**src/rtl/pic_defs.svh**
```systemverilog
//////////////////////////////
// Sizing and address map of the interrupt controller
// Include wherever source count, widths or offsets are needed
// Per-source registers sit at block offset plus 4 * id
//////////////////////////////

`ifndef PIC_DEFS_SVH
`define PIC_DEFS_SVH

// Source slots, slot 0 is reserved and never active
`define PIC_NUM_SRC       16
`define PIC_PRIO_BITS     4           // Priority level width
`define PIC_ID_BITS       4           // Claim id width

// Register block location
`define PIC_BASE_ADDR     32'hF00C_0000
`define PIC_PRIO_OFS      32'h0000_0000   // Priority per source
`define PIC_PEND_OFS      32'h0000_1000   // Pending vector, read only
`define PIC_ENABLE_OFS    32'h0000_2000   // Enable per source
`define PIC_CONFIG_OFS    32'h0000_3000   // Global order bit
`define PIC_GW_CONFIG_OFS 32'h0000_4000   // Gateway polarity and type
`define PIC_GW_CLEAR_OFS  32'h0000_5000   // Gateway clear, write only

`endif
```
**src/rtl/pic_pkg.sv**
```systemverilog
//////////////////////////////
// Shared vector types of the interrupt controller
// Referenced as pic_pkg::name from RTL and testbench
//////////////////////////////

`include "pic_defs.svh"

package pic_pkg;

   // Register port
   typedef logic [31:0] bus_addr_t;
   typedef logic [31:0] bus_data_t;

   // Interrupt side
   typedef logic [`PIC_PRIO_BITS-1:0] prio_t;     // Priority level
   typedef logic [`PIC_ID_BITS-1:0]   int_id_t;   // Source id
   typedef logic [`PIC_NUM_SRC-1:0]   src_vec_t;  // One bit per source slot

   // Gateway configuration
   // Bit 0 inverts the input, bit 1 selects edge mode
   typedef logic [1:0] gw_cfg_t;

endpackage

```
**src/rtl/pic_top.sv**
```systemverilog
//////////////////////////////
// Interrupt controller top level
// Register decoder, one channel per source 1 to 15, and the arbiter
//////////////////////////////

`timescale 1ns/1ps
`include "pic_defs.svh"

module pic_top (
   input  logic               clk,
   input  logic               reset,
   input  pic_pkg::src_vec_t  extintsrc_req,
   input  pic_pkg::bus_addr_t addr,
   input  pic_pkg::bus_data_t wr_data,
   input  logic               wren,
   input  logic               rden,
   input  pic_pkg::prio_t     meipt,
   input  pic_pkg::prio_t     meicurpl,
   output pic_pkg::bus_data_t rd_data,
   output pic_pkg::int_id_t   claimid,
   output pic_pkg::prio_t     pl,
   output logic               mexintpend,
   output logic               mhwakeup
);

   pic_pkg::src_vec_t  prio_we;
   pic_pkg::src_vec_t  enable_we;
   pic_pkg::src_vec_t  gw_cfg_we;
   pic_pkg::src_vec_t  gw_clr;
   pic_pkg::bus_data_t wr_data_q;
   logic               order_rev;
   pic_pkg::prio_t     prio_q [`PIC_NUM_SRC];
   pic_pkg::src_vec_t  enable_q;
   pic_pkg::gw_cfg_t   gw_cfg_q [`PIC_NUM_SRC];
   pic_pkg::src_vec_t  pending;
   pic_pkg::prio_t     eff_prio [`PIC_NUM_SRC];

   pic_reg_decode pic_reg_decode_inst (
      .clk       (clk),
      .reset     (reset),
      .addr      (addr),
      .wr_data   (wr_data),
      .wren      (wren),
      .rden      (rden),
      .prio_q    (prio_q),
      .enable_q  (enable_q),
      .gw_cfg_q  (gw_cfg_q),
      .pending   (pending),
      .prio_we   (prio_we),
      .enable_we (enable_we),
      .gw_cfg_we (gw_cfg_we),
      .gw_clr    (gw_clr),
      .wr_data_q (wr_data_q),
      .order_rev (order_rev),
      .rd_data   (rd_data)
   );

   // Reserved slot 0
   assign prio_q[0]   = '0;
   assign enable_q[0] = 1'b0;
   assign gw_cfg_q[0] = '0;
   assign pending[0]  = 1'b0;
   assign eff_prio[0] = '0;

   for (genvar i = 1; i < `PIC_NUM_SRC; i++) begin : src_gen
      pic_source_channel channel_inst (
         .clk       (clk),
         .reset     (reset),
         .src_req   (extintsrc_req[i]),
         .prio_we   (prio_we[i]),
         .enable_we (enable_we[i]),
         .gw_cfg_we (gw_cfg_we[i]),
         .gw_clr    (gw_clr[i]),
         .wr_data_q (wr_data_q),
         .order_rev (order_rev),
         .prio_q    (prio_q[i]),
         .enable_q  (enable_q[i]),
         .gw_cfg_q  (gw_cfg_q[i]),
         .pending   (pending[i]),
         .eff_prio  (eff_prio[i])
      );
   end

   pic_arbiter pic_arbiter_inst (
      .clk        (clk),
      .reset      (reset),
      .eff_prio   (eff_prio),
      .order_rev  (order_rev),
      .meipt      (meipt),
      .meicurpl   (meicurpl),
      .claimid    (claimid),
      .pl         (pl),
      .mexintpend (mexintpend),
      .mhwakeup   (mhwakeup)
   );

endmodule

```
**src/rtl/pic_arbiter.sv**
```systemverilog
//////////////////////////////
// Picks the most urgent pending source and gates it by threshold
// Ties go to the lower id, all outputs are registered
//////////////////////////////

`timescale 1ns/1ps
`include "pic_defs.svh"

module pic_arbiter (
   input  logic             clk,
   input  logic             reset,
   input  pic_pkg::prio_t   eff_prio [`PIC_NUM_SRC],
   input  logic             order_rev,
   input  pic_pkg::prio_t   meipt,
   input  pic_pkg::prio_t   meicurpl,
   output pic_pkg::int_id_t claimid,
   output pic_pkg::prio_t   pl,
   output logic             mexintpend,
   output logic             mhwakeup
);

   localparam int LEVELS = $clog2(`PIC_NUM_SRC);

   pic_pkg::prio_t   win_prio;
   pic_pkg::int_id_t win_id;
   pic_pkg::prio_t   meipt_ord;
   pic_pkg::prio_t   meicurpl_ord;
   pic_pkg::prio_t   pl_d;
   pic_pkg::prio_t   max_level;
   logic             mexintpend_d;
   logic             mhwakeup_d;

   //////////////////////////////
   // Comparison tree
   //////////////////////////////
   // Each level folds pairs into the left node, right wins only when larger
   always_comb begin : cmp_tree
      pic_pkg::prio_t   node_prio [`PIC_NUM_SRC];
      pic_pkg::int_id_t node_id [`PIC_NUM_SRC];
      for (int i = 0; i < `PIC_NUM_SRC; i++) begin
         node_prio[i] = eff_prio[i];
         node_id[i]   = pic_pkg::int_id_t'(i);
      end
      for (int l = 0; l < LEVELS; l++) begin
         for (int i = 0; i < `PIC_NUM_SRC; i += (2 << l)) begin
            if (node_prio[i + (1 << l)] > node_prio[i]) begin
               node_prio[i] = node_prio[i + (1 << l)];
               node_id[i]   = node_id[i + (1 << l)];
            end
         end
      end
      win_prio = node_prio[0];
      win_id   = node_id[0];
   end

   //////////////////////////////
   // Threshold and wake-up
   //////////////////////////////
   assign meipt_ord    = order_rev ? ~meipt : meipt;         // Same scale as the tree
   assign meicurpl_ord = order_rev ? ~meicurpl : meicurpl;

   assign mexintpend_d = (win_prio > meipt_ord) & (win_prio > meicurpl_ord);

   assign pl_d      = order_rev ? ~win_prio : win_prio;      // Back to register encoding
   assign max_level = order_rev ? '0 : '1;
   assign mhwakeup_d = (pl_d == max_level);

   always_ff @(posedge clk) begin
      if (reset) begin
         claimid    <= '0;
         pl         <= '0;
         mexintpend <= 1'b0;
         mhwakeup   <= 1'b0;
      end else begin
         claimid    <= win_id;
         pl         <= pl_d;
         mexintpend <= mexintpend_d;
         mhwakeup   <= mhwakeup_d;
      end
   end

   // Holds only while slot 0 stays tied off at the top
   a_req_has_id : assert property (@(posedge clk) disable iff (reset)
      mexintpend |-> (claimid != '0));

endmodule

```
**src/rtl/pic_source_channel.sv**
```systemverilog
//////////////////////////////
// One interrupt source slot
// Input synchronizer, gateway, priority and enable registers
// eff_prio feeds the arbiter tree and is zero when not requesting
//////////////////////////////

`timescale 1ns/1ps
`include "pic_defs.svh"

module pic_source_channel (
   input  logic               clk,
   input  logic               reset,
   input  logic               src_req,
   input  logic               prio_we,
   input  logic               enable_we,
   input  logic               gw_cfg_we,
   input  logic               gw_clr,
   input  pic_pkg::bus_data_t wr_data_q,
   input  logic               order_rev,
   output pic_pkg::prio_t     prio_q,
   output logic               enable_q,
   output pic_pkg::gw_cfg_t   gw_cfg_q,
   output logic               pending,
   output pic_pkg::prio_t     eff_prio
);

   logic           sync_meta;   // First synchronizer stage
   logic           sync_req;
   logic           req_act;     // Input after polarity
   logic           edge_pend;
   pic_pkg::prio_t prio_ord;

   always_ff @(posedge clk) begin
      if (reset) begin
         sync_meta <= 1'b0;
         sync_req  <= 1'b0;
      end else begin
         sync_meta <= src_req;
         sync_req  <= sync_meta;
      end
   end

   //////////////////////////////
   // Configuration registers
   //////////////////////////////
   always_ff @(posedge clk) begin
      if (reset) begin
         prio_q   <= '0;
         enable_q <= 1'b0;
         gw_cfg_q <= '0;
      end else begin
         if (prio_we)   prio_q   <= wr_data_q[`PIC_PRIO_BITS-1:0];
         if (enable_we) enable_q <= wr_data_q[0];
         if (gw_cfg_we) gw_cfg_q <= wr_data_q[$bits(pic_pkg::gw_cfg_t)-1:0];
      end
   end

   // Gateway
   assign req_act = sync_req ^ gw_cfg_q[0];

   always_ff @(posedge clk) begin
      if (reset) edge_pend <= 1'b0;
      else edge_pend <= gw_cfg_q[1] & (req_act | (edge_pend & ~gw_clr));   // Sticky in edge mode
   end

   assign pending = gw_cfg_q[1] ? (req_act | edge_pend) : req_act;

   assign prio_ord = order_rev ? ~prio_q : prio_q;   // Larger is always more urgent
   assign eff_prio = (pending & enable_q) ? prio_ord : '0;

endmodule

```
**src/rtl/pic_reg_decode.sv**
```systemverilog
//////////////////////////////
// Register port of the interrupt controller
// Samples the bus strobes, turns addresses into per-source write strobes,
// holds the order bit and muxes register state onto rd_data
//////////////////////////////

`timescale 1ns/1ps
`include "pic_defs.svh"

module pic_reg_decode (
   input  logic               clk,
   input  logic               reset,
   input  pic_pkg::bus_addr_t addr,
   input  pic_pkg::bus_data_t wr_data,
   input  logic               wren,
   input  logic               rden,
   input  pic_pkg::prio_t     prio_q [`PIC_NUM_SRC],
   input  pic_pkg::src_vec_t  enable_q,
   input  pic_pkg::gw_cfg_t   gw_cfg_q [`PIC_NUM_SRC],
   input  pic_pkg::src_vec_t  pending,
   output pic_pkg::src_vec_t  prio_we,
   output pic_pkg::src_vec_t  enable_we,
   output pic_pkg::src_vec_t  gw_cfg_we,
   output pic_pkg::src_vec_t  gw_clr,
   output pic_pkg::bus_data_t wr_data_q,
   output logic               order_rev,
   output pic_pkg::bus_data_t rd_data
);

   localparam int SEL_LSB = `PIC_ID_BITS + 2;   // Lowest block select bit

   localparam pic_pkg::bus_addr_t PRIO_BASE   = `PIC_BASE_ADDR + `PIC_PRIO_OFS;
   localparam pic_pkg::bus_addr_t PEND_BASE   = `PIC_BASE_ADDR + `PIC_PEND_OFS;
   localparam pic_pkg::bus_addr_t ENABLE_BASE = `PIC_BASE_ADDR + `PIC_ENABLE_OFS;
   localparam pic_pkg::bus_addr_t CONFIG_ADDR = `PIC_BASE_ADDR + `PIC_CONFIG_OFS;
   localparam pic_pkg::bus_addr_t GW_CFG_BASE = `PIC_BASE_ADDR + `PIC_GW_CONFIG_OFS;
   localparam pic_pkg::bus_addr_t GW_CLR_BASE = `PIC_BASE_ADDR + `PIC_GW_CLEAR_OFS;

   logic               wren_q;
   logic               rden_q;
   pic_pkg::bus_addr_t addr_q;
   pic_pkg::int_id_t   src_idx;
   logic               prio_hit;
   logic               pend_hit;
   logic               enable_hit;
   logic               config_hit;
   logic               gw_cfg_hit;
   logic               gw_clr_hit;
   pic_pkg::prio_t     prio_rd;
   logic               enable_rd;
   pic_pkg::gw_cfg_t   gw_cfg_rd;

   //////////////////////////////
   // Bus sampling
   //////////////////////////////
   always_ff @(posedge clk) begin
      if (reset) begin
         wren_q <= 1'b0;
         rden_q <= 1'b0;
      end else begin
         wren_q <= wren;
         rden_q <= rden;
      end
   end

   always_ff @(posedge clk) begin
      if (wren | rden) addr_q <= addr;   // Held between accesses
      if (wren) wr_data_q <= wr_data;
   end

   //////////////////////////////
   // Address decode
   //////////////////////////////
   assign src_idx    = addr_q[SEL_LSB-1:2];
   assign prio_hit   = (addr_q[31:SEL_LSB] == PRIO_BASE[31:SEL_LSB]);
   assign enable_hit = (addr_q[31:SEL_LSB] == ENABLE_BASE[31:SEL_LSB]);
   assign gw_cfg_hit = (addr_q[31:SEL_LSB] == GW_CFG_BASE[31:SEL_LSB]);
   assign gw_clr_hit = (addr_q[31:SEL_LSB] == GW_CLR_BASE[31:SEL_LSB]);
   assign pend_hit   = (addr_q == PEND_BASE);     // All 16 bits fit in one word
   assign config_hit = (addr_q == CONFIG_ADDR);

   // Slot 0 never gets a strobe and always reads back zero
   always_comb begin
      prio_we   = '0;
      enable_we = '0;
      gw_cfg_we = '0;
      gw_clr    = '0;
      prio_rd   = '0;
      enable_rd = 1'b0;
      gw_cfg_rd = '0;
      for (int i = 1; i < `PIC_NUM_SRC; i++) begin
         if (src_idx == pic_pkg::int_id_t'(i)) begin
            prio_we[i]   = wren_q & prio_hit;
            enable_we[i] = wren_q & enable_hit;
            gw_cfg_we[i] = wren_q & gw_cfg_hit;
            gw_clr[i]    = wren_q & gw_clr_hit;
            prio_rd      = prio_q[i];
            enable_rd    = enable_q[i];
            gw_cfg_rd    = gw_cfg_q[i];
         end
      end
   end

   // Global priority order, set means level 0 is the most urgent
   always_ff @(posedge clk) begin
      if (reset) order_rev <= 1'b0;
      else if (wren_q & config_hit) order_rev <= wr_data_q[0];
   end

   //////////////////////////////
   // Read data
   //////////////////////////////
   assign rd_data = ({32{rden_q & prio_hit}}   & pic_pkg::bus_data_t'(prio_rd))   |
                    ({32{rden_q & enable_hit}} & pic_pkg::bus_data_t'(enable_rd)) |
                    ({32{rden_q & gw_cfg_hit}} & pic_pkg::bus_data_t'(gw_cfg_rd)) |
                    ({32{rden_q & pend_hit}}   & pic_pkg::bus_data_t'(pending))   |
                    ({32{rden_q & config_hit}} & pic_pkg::bus_data_t'(order_rev));

   // One access per cycle on the register port
   a_no_rd_wr_overlap : assert property (@(posedge clk) disable iff (reset)
      !(wren && rden));

endmodule

```
**config.mk**
```make
export PLATFORM = sky130hd
export DESIGN_NAME = pic_top
export DESIGN_NICKNAME = d
export VERILOG_FILES = /design/src/rtl/pic_pkg.sv /design/src/rtl/pic_top.sv /design/src/rtl/pic_arbiter.sv /design/src/rtl/pic_source_channel.sv /design/src/rtl/pic_reg_decode.sv
export VERILOG_INCLUDE_DIRS = /design/src /design/src/rtl
export SDC_FILE = /design/constraint.sdc
export NUM_CORES = 1
export LEC_CHECK = 0
export ABC_AREA = 0
export BUFFER_PORTS_ARGS = -buffer_cell sky130_fd_sc_hd__buf_2
export CAP_MARGIN = 20
export CELL_PAD_IN_SITES_DETAIL_PLACEMENT = 1
export CELL_PAD_IN_SITES_GLOBAL_PLACEMENT = 1
export CORE_MARGIN = 1.5
export CORE_UTILIZATION = 48
export DETAILED_ROUTE_END_ITERATION = 8
export GPL_ROUTABILITY_DRIVEN = 0
export PLACE_DENSITY_LB_ADDON = 0.12
export SETUP_SLACK_MARGIN = 0.3
export SYNTH_ARGS = -nofsm -noshare
export SYNTH_HDL_FRONTEND = slang
export SYNTH_SLANG_ARGS = --single-unit
```
**constraint.sdc**
```tcl
create_clock -name clk -period 16.5 [get_ports clk]
set_input_delay 1.65 -clock clk [delete_from_list [all_inputs] [get_ports clk]]
set_output_delay 1.65 -clock clk [all_outputs]
set_load 0.01 [all_outputs]
```
==> key figures <==
Outcome
  • Status: complete, no violations

Global routing
  • GRT overflow: 0
  • Largest net degree at the start of global routing: 93
  • Antenna violations before repair: 0
  • Gr usage total: 29.0%
  • First-pass GRT wire length: 59200 µm
  • Vias in the first global route: 11.3k

Clock network
  • TritonCTS clock tree: done
  • Clock root cell: clkbuf_16
  • TritonCTS Buffers: 17
  • CTS Hold Bufs: 0
  • CTS max path bufs: 2
  • Worst-skew pair later-pin latency: 0.45 ns
  • CTS clk-pin slew, worst paths: about 0.090 ns
  • Depth of the CTS H-tree: 4
  • Post-CTS setup repair buffer count: 0
  • Clock sinks: 199
  • PostCTS Resize Cnt: 0

Floorplanning
  • # IOs: 134
  • Placeable Area: 0.0243 mm²
  • Die Ht: approximately 160 µm
  • Die Wd: about 160 µm
  • Die ar.: 0.0258 mm²
  • Site row count: 57
  • Starting Density: 49.0%

Yosys
  • Synthesis-stage register bit count: a little under 200
  • Syn Area/Cell: 8.03 µm²
  • Async S/R FF share, synth: 0%
  • Most common cell in the netlist: nand2_1
  • Synthesized area: 0.0119 mm²
  • Yosys cell types: 80
  • Synth warn: 0
  • Gate Count Post-Synth: 1484
  • Top post-synthesis cells by count: 233 x nand2_1, 177 x a21oi_1, 163 x dfxtp_1
  • Register area share after synthesis: 36.4%
  • Synth Flop Type: dfxtp_1
  • Fraction of synthesized cell area taken by the top area cell type: 27.4%
  • Post-synth EDFFs: 36
  • Synth top area cells: dfxtp_1 27%, edfxtp_1 9.1%, a21oi_1 7.4%
  • Area leader, netlist: dfxtp_1

Drt
  • Via count: around 11k
  • DR iter-0 viols: 812
  • Drt drc: 0
  • Avg Vias per Cell: 6.01
  • Routed wire per std cell: 19.9 µm
  • Drt first pass iters: 5
  • Detailed Route WL: between 30000 and 40000 µm
  • Routed Antenna Nets: 0

STA
  • Crit path time final: approximately 10 ns
  • Max Slew Vio Count: 0
  • Slew HR: 26.1%
  • Final hold viol count: 0
  • Fmax: 100 MHz
  • TNS Setup: 0 ns
  • Tcrit/Tclk final: 60.4%
  • Slew @ Worst Pin: 1.11 ns
  • RSZ-0062 raised after global routing: false
  • Layout Skew: around 0.019 ns
  • Endpoints failing setup: 0
  • Fin worst setup slack: 6.53 ns

Worst setup path
  • Worst R2R End: pic_arbiter_inst.mexintpend
  • Crit-path slowest cell: buf_4
  • Setup CP Type: flip-flop to flip-flop
  • Flop-to-flop setup slack: roughly 6.5 ns
  • Worst-path maximum fanout: 53
  • Peak per-stage delay on the critical path: about 0.7 ns
  • Worst path most repeated cell: ha_1
  • CP Data Arrival Time: 10.34 ns
  • CP Data Required Time: 16.86 ns
  • Crit. End Element: flip-flop
  • RR Startpoint: pic_reg_decode_inst.order_rev
  • Critical Path Source Type: flip-flop
  • Worst R2R Path Depth: 33

Place
  • Placed insts: ~1.8k
  • Dpl ws: around 6.6 ns
  • Detailed placement HPWL: 26900 µm
  • IO buf count: 88

Layout
  • Layout cells sized above 1: 11.5%
  • Area grow syn2layout: 10.2%
  • Multi-input gate area: 0.00705 mm²
  • Core Util, Final: roughly 54%
  • Antenna cells: 0
  • FILL cells: about 3k
  • Final Non-Filler Cells: about 1.9k
  • Fin nets: 1671
  • Sequential standard cell area: 0.00435 mm²

Hold path
  • Hold Path Origin: src_gen[15].channel_inst.sync_meta
  • Hold Path Depth: 1
  • Min-Delay Endpoint: src_gen[15].channel_inst.sync_req
  • Min-Delay Path Class: flip-flop to flip-flop

Pwr
  • Peak supply drop: 0.0649 mV
  • P_sw: 0.285 mW
  • Clock share of power: 43.2%
  • Leakage: 5.05 nW
  • PD cells: 77.5 mW/mm²
  • Logic pwr share: under 10%
  • Net Sw Frac: 28.0%
  • Sequential Power Share: approximately half
  • Int Pwr: between 0.7 and 0.8 mW

Run
  • Max cap viols: 0
## how the worst max path moves through the flow
| stage | start | to | slack [ns] | depth (start not counted) |
|---|---|---|---|---|
| after floorplan | pic_reg_decode_inst.order_rev | pic_arbiter_inst.mexintpend | 7.20 | 38 |
| after global placement | pic_reg_decode_inst.order_rev | pic_arbiter_inst.mexintpend | 6.90 | 33 |
| after detailed placement | pic_reg_decode_inst.order_rev | pic_arbiter_inst.mexintpend | 6.55 | 33 |
| after CTS | pic_reg_decode_inst.order_rev | pic_arbiter_inst.mexintpend | 6.51 | 33 |
| after global routing | pic_reg_decode_inst.order_rev | pic_arbiter_inst.mexintpend | 5.74 | 33 |
| final | pic_reg_decode_inst.order_rev | pic_arbiter_inst.mexintpend | 6.53 | 33 |
## through the flow
| stage | area [µm²] | hold slack, ns | total power, mW |
|---|---|---|---|
| final | 13100 | 0.444 | 1.02 |
| after floorplan | 12000 | 0.414 | 0.563 |
| after global routing | 13100 | 0.452 | 1.04 |
| after global placement | 12500 | 0.418 | 0.586 |
| after CTS | 13100 | 0.452 | 1.02 |
| after detailed placement | 12500 | 0.433 | 0.589 |
## power groups by stage
stage          Sequential (mW)  Clock [mW]  Combinational [mW]
2_1_floorplan            0.521           0              0.0426
3_3_place_gp             0.528           0              0.0577
3_5_place_dp             0.529           0              0.0593
4_1_cts                  0.518       0.441              0.0597
5_1_grt                  0.519       0.460              0.0653
6_report                 0.518       0.439              0.0604
## kinds of logic after synthesis
family                   after synthesis  share of synthesized area [%]
adder cells (fa/ha/maj)               56                           5.81
flip-flops                           199                           36.4
buffers and inverters                136                           4.95
multiplexers                          35                           3.63
XOR/XNOR                              80                           5.88
AND/OR/NAND/NOR                      605                           23.8
other                                  1                         0.0315
AO/OA/AOI/OAI                        372                           19.5
## metal layers
layer | global-route usage [%] | up-vias | part of all wire (%)
li1 | - | 5313 | -
met1 | 37.8 | 5456 | 45
met2 | 47.6 | 339 | 46
met3 | 4.47 | 82 | 5.3
met4 | 12.9 | 0 | 3.8
met5 | 0 | - | 0
## area by class of cell
type	count	share of cell area, %
Tap cell	324	3.09
Clock inverter	15	1.47
Timing Repair Buffer	106	4.40
Inverter	38	1.09
Multi-Input combinational cell	1164	53.6
Sequential cell	199	33.1
Clock buffer	17	3.24
## worst max-delay path: cells and delay by family (launching register included)
| family | cells | cell delay (ns) |
|---|---|---|
| buf+inv | 2 | 0.81 |
| simple gates | 10 | 1.82 |
| fa+ha+maj | 6 | 1.97 |
| xor+xnor | 1 | 0.21 |
| mux | 5 | 1.44 |
| compound gates | 9 | 2.95 |
| flops | 1 | 0.66 |
## placed cells by master (no fill, tap or decap), types with 8 or more instances in the layout
master,synthesis,layout
a31oi_1,14,14
conb_1,1,16
inv_1,35,35
nor2_1,96,95
nand2_1,233,233
a21oi_1,177,177
o211ai_1,12,12
nand3_1,118,118
nor3b_1,8,8
buf_4,17,19
nor3_1,15,15
nor2b_1,48,48
buf_2,7,87
a22oi_1,18,18
o21a_1,13,13
nand4_1,10,10
dfxtp_1,163,162
clkbuf_16,0,17
or2_2,8,8
xnor2_1,33,33
ha_1,53,53
and2_1,20,20
xor2_1,47,47
o21ai_0,52,52
edfxtp_1,36,36
nand2b_1,26,26
mux2i_1,20,20
## flip-flops by register name, indices dropped and copies added, names as in the netlist, 4 cells and up
name and count:
src_gen.channel_inst.sync_meta 15, src_gen.channel_inst.gw_cfg_q 30, pic_arbiter_inst.claimid 4, src_gen.channel_inst.sync_req 15
src_gen.channel_inst.prio_q 60, src_gen.channel_inst.enable_q 15, pic_arbiter_inst.pl 4, pic_reg_decode_inst.wr_data_q 4
pic_reg_decode_inst.addr_q 32, src_gen.channel_inst.edge_pend 15
Note: power is estimated with default switching activity, not from simulation.
